<file path="src/mem_params.svh">
`ifndef MEM_PARAMS_SVH
`define MEM_PARAMS_SVH

// ----------------------------------------
// bus widths
// ----------------------------------------
`define MEM_ADDR_W 32       // byte address
`define MEM_DATA_W 32       // one word per beat
`define MEM_STRB_W 4        // byte lanes per word

// ----------------------------------------
// ram window, starts at address zero
// ----------------------------------------
`define MEM_INDEX_W 10      // 1024 words = 4 KiB

// ----------------------------------------
// memory-mapped hooks, data port only
// ----------------------------------------
`define MEM_PRINT_ADDR 32'h1000_0000   // low byte goes to console
`define MEM_EXIT_ADDR  32'h2000_0004   // exit with written value
`define MEM_HALT_ADDR  32'h2000_0010   // exit with value zero

// axi response codes
`define MEM_RESP_OKAY   2'd0
`define MEM_RESP_SLVERR 2'd2

`endif
</file>
<file path="src/mem_pkg.sv">
`include "mem_params.svh"

package mem_pkg;

  // byte offset bits inside one word
  localparam int OFFSET_W = $clog2(`MEM_STRB_W);
  // everything above the ram index, zero for a ram hit
  localparam int TAG_W = `MEM_ADDR_W - `MEM_INDEX_W - OFFSET_W;

  // ----------------------------------------
  // channel payloads
  // ----------------------------------------
  typedef struct packed {
    logic [`MEM_ADDR_W-1:0] addr;  // byte address of the beat
  } addr_req_t;

  typedef struct packed {
    logic [`MEM_DATA_W-1:0] data;  // write word
    logic [`MEM_STRB_W-1:0] strb;  // one bit per byte lane
  } wdata_t;

  typedef struct packed {
    logic [`MEM_DATA_W-1:0] data;  // zero on slverr
    logic [1:0]             resp;  // okay or slverr
  } rdata_t;

  typedef logic [1:0] bresp_t;     // write response code

  // ----------------------------------------
  // address decode views
  // ----------------------------------------
  typedef struct packed {
    logic [TAG_W-1:0]       tag;     // must be zero to reach ram
    logic [`MEM_INDEX_W-1:0] index;  // ram word index
    logic [OFFSET_W-1:0]    offset;  // byte within word, ignored by ram
  } ram_addr_t;

  // same address word, compared whole against hooks
  // or split into tag/index/offset for the ram
  typedef union packed {
    logic [`MEM_ADDR_W-1:0] flat;
    ram_addr_t              ram;
  } mem_addr_u;

  // true when the address lands inside the ram window
  function automatic logic in_ram(mem_addr_u a);
    return a.ram.tag == '0;
  endfunction

endpackage

</file>
<file path="src/data_port_ctrl.sv">
`include "mem_params.svh"

module data_port_ctrl (
  input  logic                    clk_i,
  input  logic                    reset_i,
  // read channels
  input  logic                    ar_valid_i,
  output logic                    ar_ready_o,
  input  mem_pkg::addr_req_t      ar_i,
  output logic                    r_valid_o,
  input  logic                    r_ready_i,
  output mem_pkg::rdata_t         r_o,
  // write channels
  input  logic                    aw_valid_i,
  output logic                    aw_ready_o,
  input  mem_pkg::addr_req_t      aw_i,
  input  logic                    w_valid_i,
  output logic                    w_ready_o,
  input  mem_pkg::wdata_t         w_i,
  output logic                    b_valid_o,
  input  logic                    b_ready_i,
  output mem_pkg::bresp_t         b_o,
  // ram port b, shared by reads and writes
  output logic                    ram_en_o,
  output logic [`MEM_STRB_W-1:0]  ram_we_o,
  output logic [`MEM_INDEX_W-1:0] ram_index_o,
  output logic [`MEM_DATA_W-1:0]  ram_wdata_o,
  input  logic [`MEM_DATA_W-1:0]  ram_rdata_i,
  // toward the hook sink
  output logic                    hook_valid_o,
  output logic [`MEM_ADDR_W-1:0]  hook_addr_o,
  output logic [`MEM_DATA_W-1:0]  hook_data_o
);

  typedef enum logic [1:0] {
    W_IDLE,
    W_EXEC,  // ram write or hook strobe
    W_RESP   // b_valid held until b_ready
  } wstate_t;

  wstate_t            wr_state_q;
  mem_pkg::mem_addr_u waddr_q;     // captured aw address
  mem_pkg::wdata_t    wdata_q;     // captured w beat
  logic               write_go;    // joint aw/w handshake this cycle
  logic               wr_exec;
  logic               wr_hit;      // write lands in ram
  logic               wr_hook;     // write lands on a hook address

  logic                    rd_ar_valid;  // gated toward the read engine
  logic                    rd_ar_ready;  // read engine idle
  logic                    rd_ram_en;
  logic [`MEM_INDEX_W-1:0] rd_ram_index;

  // ----------------------------------------
  // arbitration, write wins, one pending
  // ----------------------------------------
  assign write_go    = aw_valid_i && w_valid_i && (wr_state_q == W_IDLE) && rd_ar_ready;
  assign aw_ready_o  = write_go;  // aw and w always taken together
  assign w_ready_o   = write_go;
  assign rd_ar_valid = ar_valid_i && (wr_state_q == W_IDLE) && !write_go;
  assign ar_ready_o  = rd_ar_ready && (wr_state_q == W_IDLE) && !write_go;

  // read side has the same timing and decode as the instruction port
  axi_read_port u_read (
    .clk_i      (clk_i),
    .reset_i    (reset_i),
    .ar_valid_i (rd_ar_valid),
    .ar_ready_o (rd_ar_ready),
    .ar_i       (ar_i),
    .r_valid_o  (r_valid_o),
    .r_ready_i  (r_ready_i),
    .r_o        (r_o),
    .ram_en_o   (rd_ram_en),
    .ram_index_o(rd_ram_index),
    .ram_rdata_i(ram_rdata_i)
  );

  // ----------------------------------------
  // write decode and ram port sharing
  // ----------------------------------------
  assign wr_exec = (wr_state_q == W_EXEC);
  assign wr_hit  = mem_pkg::in_ram(waddr_q);
  assign wr_hook = waddr_q.flat inside {`MEM_PRINT_ADDR, `MEM_EXIT_ADDR, `MEM_HALT_ADDR};

  assign ram_en_o    = rd_ram_en || (wr_exec && wr_hit);  // never both, one pending
  assign ram_we_o    = (wr_exec && wr_hit) ? wdata_q.strb : '0;
  assign ram_index_o = wr_exec ? waddr_q.ram.index : rd_ram_index;
  assign ram_wdata_o = wdata_q.data;

  assign hook_valid_o = wr_exec && wr_hook;  // one cycle, sink registers it
  assign hook_addr_o  = waddr_q.flat;
  assign hook_data_o  = wdata_q.data;

  assign b_valid_o = (wr_state_q == W_RESP);
  assign b_o       = (wr_hit || wr_hook) ? `MEM_RESP_OKAY : `MEM_RESP_SLVERR;

  always_ff @(posedge clk_i) begin
    if (reset_i) begin
      wr_state_q <= W_IDLE;
    end else begin
      case (wr_state_q)
        W_IDLE: if (write_go) wr_state_q <= W_EXEC;
        W_EXEC: wr_state_q <= W_RESP;             // ram written at this edge
        W_RESP: if (b_ready_i) wr_state_q <= W_IDLE;
        default: wr_state_q <= W_IDLE;
      endcase
    end
  end

  always_ff @(posedge clk_i) begin
    if (write_go) begin
      waddr_q <= aw_i.addr;
      wdata_q <= w_i;
    end
  end

  a_aw_with_w: assert property (@(posedge clk_i) disable iff (reset_i)
    aw_valid_i && aw_ready_o |-> w_valid_i && w_ready_o);

  // only one transaction at a time, so responses cannot start together
  a_one_resp: assert property (@(posedge clk_i) disable iff (reset_i)
    !($rose(b_valid_o) && $rose(r_valid_o)));

endmodule

</file>
<file path="src/axi_read_port.sv">
`include "mem_params.svh"

module axi_read_port (
  input  logic                    clk_i,
  input  logic                    reset_i,
  // read address channel
  input  logic                    ar_valid_i,
  output logic                    ar_ready_o,
  input  mem_pkg::addr_req_t      ar_i,
  // read data channel
  output logic                    r_valid_o,
  input  logic                    r_ready_i,
  output mem_pkg::rdata_t         r_o,
  // ram port, read only
  output logic                    ram_en_o,
  output logic [`MEM_INDEX_W-1:0] ram_index_o,
  input  logic [`MEM_DATA_W-1:0]  ram_rdata_i
);

  // idle, then read cycle in ram, then response held until taken
  typedef enum logic [1:0] {
    S_IDLE,
    S_READ,
    S_RESP
  } state_t;

  state_t             state_q;
  logic               r_valid_q;  // response registered and on the bus
  mem_pkg::mem_addr_u addr_q;     // captured request address
  logic               hit;        // request inside the ram window

  assign hit         = mem_pkg::in_ram(addr_q);
  assign ar_ready_o  = (state_q == S_IDLE);  // one outstanding read
  assign ram_en_o    = (state_q == S_READ) && hit;  // no ram access on slverr
  assign ram_index_o = addr_q.ram.index;
  assign r_valid_o   = r_valid_q;

  // ----------------------------------------
  // control
  // ----------------------------------------
  always_ff @(posedge clk_i) begin
    if (reset_i) begin
      state_q   <= S_IDLE;
      r_valid_q <= 1'b0;
    end else begin
      case (state_q)
        S_IDLE: if (ar_valid_i) state_q <= S_READ;  // ready is high in idle
        S_READ: state_q <= S_RESP;                  // ram samples index here
        S_RESP: begin
          if (!r_valid_q) begin
            r_valid_q <= 1'b1;                      // data loaded this edge
          end else if (r_ready_i) begin
            r_valid_q <= 1'b0;                      // r handshake
            state_q   <= S_IDLE;
          end
        end
        default: state_q <= S_IDLE;
      endcase
    end
  end

  // ----------------------------------------
  // payload
  // ----------------------------------------
  always_ff @(posedge clk_i) begin
    if (ar_valid_i && ar_ready_o) begin
      addr_q <= ar_i.addr;
    end
    if ((state_q == S_RESP) && !r_valid_q) begin
      r_o.data <= hit ? ram_rdata_i : '0;                   // zero data out of range
      r_o.resp <= hit ? `MEM_RESP_OKAY : `MEM_RESP_SLVERR;
    end
  end

  // response must not change under back-pressure
  a_r_stable: assert property (@(posedge clk_i) disable iff (reset_i)
    r_valid_o && !r_ready_i |=> r_valid_o && $stable(r_o));

endmodule

</file>
<file path="config.mk">
export PLATFORM = sky130hd
export DESIGN_NAME = data_port_ctrl
export DESIGN_NICKNAME = d
export VERILOG_FILES = /design/src/mem_pkg.sv /design/src/data_port_ctrl.sv /design/src/axi_read_port.sv
export VERILOG_INCLUDE_DIRS = /design/src
export SDC_FILE = /design/constraint.sdc
export NUM_CORES = 1
export LEC_CHECK = 0
export ABC_AREA = 1
export BUFFER_PORTS_ARGS = -buffer_cell sky130_fd_sc_hd__buf_4
export CELL_PAD_IN_SITES_DETAIL_PLACEMENT = 1
export CELL_PAD_IN_SITES_GLOBAL_PLACEMENT = 2
export CORE_ASPECT_RATIO = 0.7
export CORE_MARGIN = 1
export CORE_UTILIZATION = 29
export CTS_CLUSTER_DIAMETER = 40
export DETAILED_ROUTE_END_ITERATION = 7
export PLACE_DENSITY_LB_ADDON = 0.12
export SLEW_MARGIN = 10
export SYNTH_ARGS = -nofsm -noshare
export SYNTH_HDL_FRONTEND = slang
export SYNTH_SLANG_ARGS = --single-unit
</file>
<file path="constraint.sdc">
create_clock -name clk_i -period 10.55 [get_ports clk_i]
set_input_delay 2.6375 -clock clk_i [delete_from_list [all_inputs] [get_ports clk_i]]
set_output_delay 2.6375 -clock clk_i [all_outputs]
set_load 0.01 [all_outputs]
</file>
Yosys cells after proc, flatten, opt, wreduce, memory -nomap -nowiden
Index checks and enable logic that the tools add are counted.
Word-level totals
  flip-flop bits (word level): 139
  input port bits: 139
  output and inout bits: 153
  word-level logic and storage cells: 57
Cells by class
  equality and inequality tests: 12
  multiplexer cells: 13
  reductions and logical operators: 23
Operators with widths (number)
  $eq A32 B30 Y1 const B: 2
  $logic_not A20 Y1: 2
  $eq A32 B29 Y1 const B: 1
  $mux W2: 7
  $logic_and A1 B1 Y1: 12
  $pmux W2 S3: 2
  $mux W10: 1
  $ne A2 B1 Y1 const B: 3
  $eq A2 B1 Y1 const B: 2
  $eq A2 B2 Y1 const B: 2
  $logic_not A2 Y1: 2
  $mux W4: 1
  $ne A2 B2 Y1 const B: 2
  $reduce_and A3 Y1: 1
  $reduce_bool A3 Y1: 1
  $logic_not A1 Y1: 2
  $logic_or A1 B1 Y1: 2
  $mux W1: 2
  $reduce_and A2 Y1: 1

Longest topological paths before layout
Gate-level depths: netlist of run 1.
  depth after elaboration: 7
  depth in mapped cells: 7
  depth with buffers taken out: 7

Hierarchy
Synthesis of run 1 repeated with hierarchy kept, for this count alone.
Unflattened totals
  cells, all modules: 417
  area, all modules: 5541.6 um2
Modules (own cells, without submodules)
  data_port_ctrl: instances 1, cells each 239, area an instance 3007.9 um2, seq. area each 2082.0 um2
  axi_read_port: instances 1, cells each 178, area an instance 2533.7 um2, seq. area each 1951.9 um2

Worst setup path after synthesis of run 1
Ideal clock, no wire load.
  path kind: input port to output port
  from: in aw_valid_i
  to: out w_ready_o
  arrival: 6168 ps
  required time: 7913 ps
  path slack: 1744 ps
  cell stages on the path: 3
  path buffers: 1
  cells stage by stage: nand2_1 -> nor2_1 -> buf_4
Between the ends
  cells in the longest elaborated chain, start to end: 3
Ends and longest elaborated chain
  from (decl): RTL line data_port_ctrl.sv:14  | input logic aw_valid_i,
  $logic_and A1 B1 Y1 (3 in a row): RTL line data_port_ctrl.sv:57  | assign write_go = aw_valid_i && w_valid_i && (wr_state_q == W_IDLE) && rd_ar_ready;
  to (decl): RTL line data_port_ctrl.sv:18  | output logic w_ready_o,
Every way passes these cells.

Worst setup path in the final report of run 1
  from: in aw_valid_i
  to: out aw_ready_o
Between the ends
  cells in the longest elaborated chain, start to end: 3
Ends and longest elaborated chain
  $logic_and A1 B1 Y1 (3 in a row): RTL line data_port_ctrl.sv:57
  to (decl): RTL line data_port_ctrl.sv:15  | output logic aw_ready_o,
Every way passes these cells.

==> impl_metrics.yaml, run 1 <==
outcome:
  outcome: "finished, final reports clean"
critical_path:
  crit_path_end_kind: "output port"
  setup.worst_path.start_class: "primary input"
  path_common_cell: "buf_4"
  cp_max_fo: 15
  crit_required_ns: 7.91
  crit_type: "in2out"
  critical_path.cell_chain: "buf_4 -> nand2_1 -> nor2_4 -> buf_4"
  cpPeakStageDelay_ns: 0.46
  crit_slowest_cell: "nor2_4"
  arrival_ns: 3.54
synth:
  synth_top_area_share_pct: 73.1
  synth_area_leader_cell: "edfxtp_1"
  synth-seq-area-share_pct: 75.0
  yosys-top-cells-area: "edfxtp_1 73%, buf_4 9.3%, nor2_1 4.7%"
  syn-cell-area_um2: 5380
  syn_avg_cell_area_um2: 13.4
  ys_warn_count: 0
  synth-seq-cells: 136
  synth.distinct_cells: 19
  syn_inst: 401
sta:
  min_period_over_period_pct: 58.5
  drv_slew: 0
  max_slew_margin_pct: 48.4
  fmax_mhz: 162
  rsz0062_at_grt: "false"
  finalHoldViolations: 0
  setup_tns_ns: 0
  tightest_slew_ns: 0.774
  period_needed_ns: 6.18
  setup_viol: 0
  fin_skew_ns: 0.0100
place:
  placedInstanceArea_um2: 7320
  place_inst: 857
  place.gp.congestion: 0.703
  dpl.hpwl_um: 10100
  portBuffers: 287
routing:
  drtIter0Drc: 128
  avgViaCountPerCell: 3.99
  drc: 0
  vias: 3547
  postRouteWirelength_um: 13300
  first_pass_iters: 4
  antenna_left: 0
  wire_per_inst_um: 15.0
power:
  irDropWorstVdd_mv: 0.0827
  p_per_area_nw_per_um2: 176
  finalPower_w: 0.00139
  power.leakage_nw: 3.48
clock_network:
  cts_resized: 0
  hold_buffers: 0
  insertion_delay_ns: 0.41
  clk_pin_slew_ns: 0.05
  cts_setup_buffers: 0
  clock-sinks: 136
  htree_num_levels: 4
  root_buffer: "clkbuf_16"
  cts_tree: "yes"
  cts_made_buffers: 17
  cts.path.max_buffers: 2
floorplan:
  die_y_um: 116
  io_pins: 292
  rows: 41
  core-area_um2: 18100
  chipWidth_um: 165
  dieArea_um2: 19100
  initial_core_util_pct: 29.7
global_route:
  grt-ovfl-total: 0
  grt_pass1_vias: 3774
  grt_use_total_pct: 14.1
  grt_pass1_wl_um: 19800
  grt_max_degree: 57
  antenna_found_initial: 0
cells_and_area:
  final_cell_mix: "290 x buf_4, 131 x edfxtp_1, 65 x nor2_1"
  antenna_cells: 0
  nets: 779
  mostFrequentLayoutCell: "buf_4"
  final_cell_area_um2: 7910
  instances_no_fill: 888
  drive_gt1_share_pct: 51.5
  area_growth_pct: 47.0
min_path:
  hold_class: "reg2reg"
job:
  max_cap_viol_count: 0
kinds of logic after synthesis:
kind of cell | count (synthesis) | synth area share [%]
compound gates | 7 | 0.651
xor+xnor | 1 | 0.163
buf+inv | 121 | 13.7
flops | 136 | 75.0
other cells | 1 | 0.0697
simple gates | 135 | 10.5
worst max-delay path, delay by kind of cell:
kind / cells / cell delay, ns
and+or+nand+nor: 2 / 0.59
buffers and inverters: 2 / 0.30
per-layer routing:
metal  global-route usage (%)  up-vias  part of all wire, %
met2                     23.8      159                   49
met1                     15.1     1650                   39
met4                     6.61        0                  1.6
met5                        0        -                    0
li1                         -     1723                    -
met3                     6.48       15                   10
final timing paths:
| check | cells after the start | start | slack [ns] | to |
|---|---|---|---|---|
| worst max-delay path | 4 | aw_valid_i | 4.37 | aw_ready_o |
| worst min-delay path | 2 | u_read.r_valid_o | 0.51 | u_read.r_valid_o |
| worst max register to register | 4 | u_read.state_q[1] | 8.37 | hook_addr_o[28] |
| worst min register to register | 2 | u_read.r_valid_o | 0.51 | u_read.r_valid_o |
area by class of cell:
| type | instances | area, um^2 |
|---|---|---|
| clock buffer | 19 | 433 |
| clock inverter | 12 | 151 |
| fill | 1977 | 10200 |
| inverter | 50 | 188 |
| multi-input combinational | 145 | 631 |
| sequential | 136 | 4030 |
| tap | 236 | 295 |
| timing repair buffer | 290 | 2180 |
synth_stat cells:
master,number
a21oi_1,4
buf_4,67
buf_6,4
conb_1,1
dfxtp_1,5
edfxtp_1,131
inv_1,48
inv_2,2
nand2_1,48
nand3_1,3
nand3_2,1
nor2_1,67
nor2_2,10
nor2_4,1
nor3_1,3
nor3b_2,1
nor4_1,1
o21ai_0,3
xor2_1,1
through the flow:
stage / utilization [%] / setup slack [ns] / hold slack (ns)
5_1_grt: 43.7 / 4.27 / 0.533
3_3_place_gp: 40.4 / 4.36 / 0.482
3_5_place_dp: 40.4 / 4.34 / 0.505
2_1_floorplan: - / 1.74 / 0.494
6_report: 43.7 / 4.37 / 0.513
4_1_cts: 43.7 / 4.34 / 0.514
flip-flops by register name, indices dropped and copies added (netlist names):
register          cells
hook_addr_o          32
hook_data_o          32
u_read.addr_q        30
u_read.r_o           33
u_read.r_valid_o      1
u_read.state_q        2
wdata_q               4
wr_state_q            2
where the power goes:
group          leakage [nW]  internal, W  switching (W)
clock                 0.285     0.000370       0.000225
combinational          1.93    0.0000783      0.0000720
sequential             1.26     0.000635      0.0000139
total                  3.48      0.00108       0.000311
No activity file was read; power rests on OpenSTA's default activity.
==> run 2: changes to the inputs <==
--- a/config.mk
+++ b/config.mk
@@ -12,7 +12,7 @@
 export CELL_PAD_IN_SITES_GLOBAL_PLACEMENT = 2
 export CORE_ASPECT_RATIO = 0.7
 export CORE_MARGIN = 1
-export CORE_UTILIZATION = 29
+export CORE_UTILIZATION = 24
 export CTS_CLUSTER_DIAMETER = 40
 export DETAILED_ROUTE_END_ITERATION = 7
 export PLACE_DENSITY_LB_ADDON = 0.12
==> constraint.sdc (replaced) <==
create_clock -name clk_i -period 5 [get_ports clk_i]
set_input_delay 1.25 -clock clk_i [delete_from_list [all_inputs] [get_ports clk_i]]
set_output_delay 1.25 -clock clk_i [all_outputs]
set_load 0.01 [all_outputs]
==> run 2 against run 1 <==
Net effect: sequential cell count stayed put; sequential share of layout area is 0.064 points lower; first-iteration DRC count is 3.1% higher; total power is 100% higher; setup slack worse by 3.0 ns; non-clock buffer count stayed put; utilization is 7.4 points lower; via count is 0.45% higher; die area is 21% higher; combinational power is 110% higher; critical path depth is 2 higher; largest power group unchanged.
==> impl_metrics.yaml, run 2 (synthesis gave the netlist of run 1 again) <==
cells_and_area:
  drive_gt1_share_pct: 51.6
  antenna_cells: 0
  final_cell_mix: "290 x buf_4, 131 x edfxtp_1, 65 x nor2_1"
  top_register: "u_read.r_o"
  multi_input_area_um2: 636
  n_fill_cell: 2390
  mostFrequentLayoutCell: "buf_4"
  largest_reg_flops: 33
  area_growth_pct: 47.2
  area.sequential_um2: 4030
  nets: 779
sta:
  setup_viol: 0
  min_period_over_period_pct: 71.8
  tightest_slew_ns: 0.962
  finalHoldViolations: 0
  drv_slew: 0
  fmax_mhz: 278
  rsz0062_at_grt: "false"
  setup_tns_ns: 0
  period_needed_ns: 3.59
  fin_skew_ns: 0.0107
  max_slew_margin_pct: 35.7
critical_path:
  crit_path_end_kind: "output port"
  cp_max_fo: 34
  setup.worst_path.start_class: "flip-flop"
  crit_type: "reg2out"
  r2r_slack_ns: 2.63
  crit_required_ns: 3.75
  worst-r2r-cell-count: 5
  arrival_ns: 2.34
routing:
  wire_per_inst_um: 15.1
  vias: 3563
  first_pass_iters: 4
  drc: 0
  avgViaCountPerCell: 3.81
  antenna_left: 0
  postRouteWirelength_um: 14100
  drtIter0Drc: 132
clock_network:
  cts.path.max_buffers: 2
  insertion_delay_ns: 0.42
  htree_num_levels: 4
  cts_tree: "yes"
  hold_buffers: 0
  cts_made_buffers: 17
  cts_resized: 0
  clock-sinks: 136
  clk_pin_slew_ns: 0.06
  root_buffer: "clkbuf_16"
  cts_setup_buffers: 0
global_route:
  antenna_found_initial: 0
  grt_pass1_wl_um: 21500
  grt_use_total_pct: 12.4
  grt_max_degree: 42
  grt_pass1_vias: 3793
  grt-ovfl-total: 0
floorplan:
  core-area_um2: 21800
  io_pins: 292
  die_y_um: 127
  rows: 45
  chipWidth_um: 181
  dieArea_um2: 23000
  initial_core_util_pct: 24.6
min_path:
  whs_path_depth: 2
  hold_class: "reg2reg"
power:
  power.leakage_nw: 3.44
  internal_power_w: 0.00214
  seq_power_share_pct: 48.3
  switching_share_pct: 24.5
  clkPwrFrac_pct: 40.4
  p_comb_share_pct: 11.3
  finalPower_w: 0.00284
  irDropWorstVdd_mv: 0.197
  p_per_area_nw_per_um2: 358
  p_sw_w: 0.000695
place:
  portBuffers: 287
  dpl.hpwl_um: 10700
  place.gp.congestion: 0.728
outcome:
  outcome: "finished, final reports clean"
job:
  max_cap_viol_count: 0
## run 2: cell count changes in the layout (fill, tap and decap cells not counted)
cell	change
bufinv_16	-3
clkinv_2	-2
nor2_4	+1
clkinv_4	+1
clkinvlp_4	+4
nor2_2	-1
inv_6	+1
## run 2: routing by layer
layer / global-route usage (%) / vias up / share of wire, %
li1: - / 1721 / -
met1: 14.6 / 1670 / 41
met2: 19.7 / 162 / 47
met3: 6.10 / 10 / 11
met4: 4.49 / 0 / 1.2
met5: 0 / - / 0
## run 2: per-stage QoR
step / util [%] / hold WS (ns) / cell area [um^2] / setup slack [ns] / std cells
finish: 36.2 / 0.531 / 7920 / 1.41 / 935
global route: 36.2 / 0.556 / 7920 / 1.05 / 935
CTS: 36.2 / 0.539 / 7920 / 1.28 / 935
detailed placement: 33.8 / 0.531 / 7390 / 1.62 / 903
global placement: 33.8 / 0.507 / 7390 / 1.63 / 903
floorplan: - / 0.494 / 5390 / 0.202 / 402
## run 2: area by class of cell
class | count | share of cell area [%]
clock buffers | 19 | 5.47
repair buffers | 290 | 27.5
clock inverters | 13 | 1.25
multi-input cells | 145 | 8.03
well taps | 282 | 4.46
inverters | 50 | 2.37
flip-flops and latches | 136 | 50.9
## run 2: worst paths after layout
path                      from                to
max          u_read.addr_q[26]          ram_en_o
min           u_read.r_valid_o  u_read.r_valid_o
max reg2reg      wr_state_q[1]   hook_addr_o[22]
min reg2reg   u_read.r_valid_o  u_read.r_valid_o
## run 2: worst max-delay path, cell delays in order, from the launching register on
cell	delay, ns
edfxtp_1	0.37
nor2_1	0.09
nand2_1	0.07
nor2_1	0.15
nand3_2	0.63
o21ai_0	0.42
buf_4	0.18
## run 2: power groups by stage
stage	Combinational (W)	Clock (W)	Sequential, W
detailed placement	0.000328	0	0.00140
finish	0.000320	0.00115	0.00137
global route	0.000350	0.00123	0.00138
floorplan	0.000127	0	0.00141
CTS	0.000329	0.00119	0.00137
global placement	0.000324	0	0.00139
==> run 3: changes to the inputs <==
==> constraint.sdc (replaced) <==
create_clock -name clk_i -period 3.2 [get_ports clk_i]
set_input_delay 0.8 -clock clk_i [delete_from_list [all_inputs] [get_ports clk_i]]
set_output_delay 0.8 -clock clk_i [all_outputs]
set_load 0.01 [all_outputs]
==> run 3 against run 2 <==
Net effect: non-clock buffer count up 1; global-route usage down 0.47 points; cell count unchanged.
==> impl_metrics.yaml, run 3 (synthesis gave the netlist of run 1 again) <==
outcome:
  outcome: "finished, final reports clean"
min_path:
  hold_class: "reg2reg"
clock_network:
  cts_made_buffers: 17
  hold_buffers: 0
  cts_resized: 0
  clk_pin_slew_ns: 0.06
  root_buffer: "clkbuf_16"
  cts_tree: "yes"
  htree_num_levels: 4
  cts_setup_buffers: 0
  insertion_delay_ns: 0.41
  cts.path.max_buffers: 2
  clock-sinks: 136
sta:
  fin_skew_ns: 0.0104
  period_needed_ns: 2.81
  setup_viol: 0
  fmax_mhz: 355
  setup_tns_ns: 0
  drv_slew: 0
  min_period_over_period_pct: 87.9
  rsz0062_at_grt: "false"
  finalHoldViolations: 0
critical_path:
  crit_required_ns: 2.40
  cp_max_fo: 5
  setup.worst_path.start_class: "flip-flop"
  crit_type: "reg2out"
  critical_path.cell_chain: "nor2_1 -> nand2_1 -> nor2_1 -> inv_1 -> nor2_1 -> nand2_1 -> nor2_1 -> buf_4"
  crit_path_end_kind: "output port"
  cpPeakStageDelay_ns: 0.39
  path_common_cell: "nor2_1"
  arrival_ns: 2.01
  crit_slowest_cell: "edfxtp_1"
  r2r_slack_ns: 1.41
place:
  dpl.hpwl_um: 10500
  portBuffers: 287
  place.gp.congestion: 0.730
  placedInstanceArea_um2: 7410
global_route:
  grt-ovfl-total: 0
  grt_pass1_vias: 3703
  grt_use_total_pct: 12.0
  grt_max_degree: 67
  grt_pass1_wl_um: 20600
  antenna_found_initial: 0
cells_and_area:
  mostFrequentLayoutCell: "buf_4"
  n_fill_cell: 2397
  final_cell_mix: "290 x buf_4, 131 x edfxtp_1, 65 x nor2_1"
  final_cell_area_um2: 7990
  drive_gt1_share_pct: 51.8
  nets: 780
  antenna_cells: 0
  top_register: "u_read.r_o"
  largest_reg_flops: 33
  area_growth_pct: 48.5
routing:
  drc: 0
  postRouteWirelength_um: 13900
  avgViaCountPerCell: 3.82
  antenna_left: 0
  first_pass_iters: 4
  drtIter0Drc: 89
  vias: 3571
  wire_per_inst_um: 14.9
power:
  p_per_area_nw_per_um2: 575
  irDropWorstVdd_mv: 0.281
  power.leakage_nw: 3.49
job:
  max_cap_viol_count: 0
floorplan:
  io_pins: 292
  rows: 45
  core-area_um2: 21800
  initial_core_util_pct: 24.6
  dieArea_um2: 23000
  chipWidth_um: 181
  die_y_um: 127
## run 3: cell types whose count changed in the layout (fill, tap and decap cells not counted)
| cell | previous run | this run |
|---|---|---|
| nor2_2 | 10 | 11 |
| buf_12 | 0 | 1 |
| inv_6 | 3 | 1 |
| nor2_4 | 3 | 2 |
| clkinvlp_4 | 5 | 2 |
| bufinv_16 | 0 | 3 |
| clkinv_4 | 3 | 2 |
| nor3_2 | 1 | 0 |
| clkbuf_1 | 2 | 1 |
| nor3_4 | 0 | 1 |
| clkinv_2 | 1 | 4 |
## run 3: layer usage
metal	wire length (um)	track usage, %	vias up	share of wire (%)
met5	0	0	-	0
met4	163	4.34	0	1.2
met2	6540	19.3	155	47
li1	-	-	1723	-
met3	1300	5.67	12	9.4
met1	5900	14.0	1681	42
## run 3: layout make-up
class                   instances  area (um^2)  share of cell area (%)
flip-flops and latches        136         4030                    50.5
repair buffers                291         2200                    27.5
multi-input cells             145          637                    7.97
well taps                     282          353                    4.41
clock inverters                13          155                    1.94
clock buffers                  18          429                    5.37
inverters                      50          188                    2.35
## run 3: final timing paths
check / endpoint / depth (start not counted) / startpoint
setup / recovery: ram_we_o[1] / 8 / hook_addr_o[23]
hold / removal: u_read.r_valid_o / 2 / u_read.r_valid_o
setup reg to reg: hook_data_o[2] / 4 / u_read.state_q[1]
hold reg to reg: u_read.r_valid_o / 2 / u_read.r_valid_o
## run 3: where the power goes
group | switching, W | internal, W
Sequential | 0.0000464 | 0.00209
Clock | 0.000737 | 0.00122
Combinational | 0.000243 | 0.000262
## run 3: critical path: cells and delay by family, from the launching register on
family / cells / cell delay (ns)
AND/OR/NAND/NOR: 6 / 1.00
flip-flops: 1 / 0.39
buffers and inverters: 2 / 0.22
## run 3: metrics by stage
step	utilization, %	std cells	hold WS [ns]	setup WS [ns]	total power [W]
after floorplan	-	402	0.494	0.119	0.00240
after global placement	33.9	904	0.485	0.812	0.00268
after detailed placement	33.9	904	0.505	0.742	0.00270
after CTS	36.6	935	0.516	0.294	0.00469
after global routing	36.6	935	0.533	0.171	0.00479
final	36.6	935	0.512	0.387	0.00460
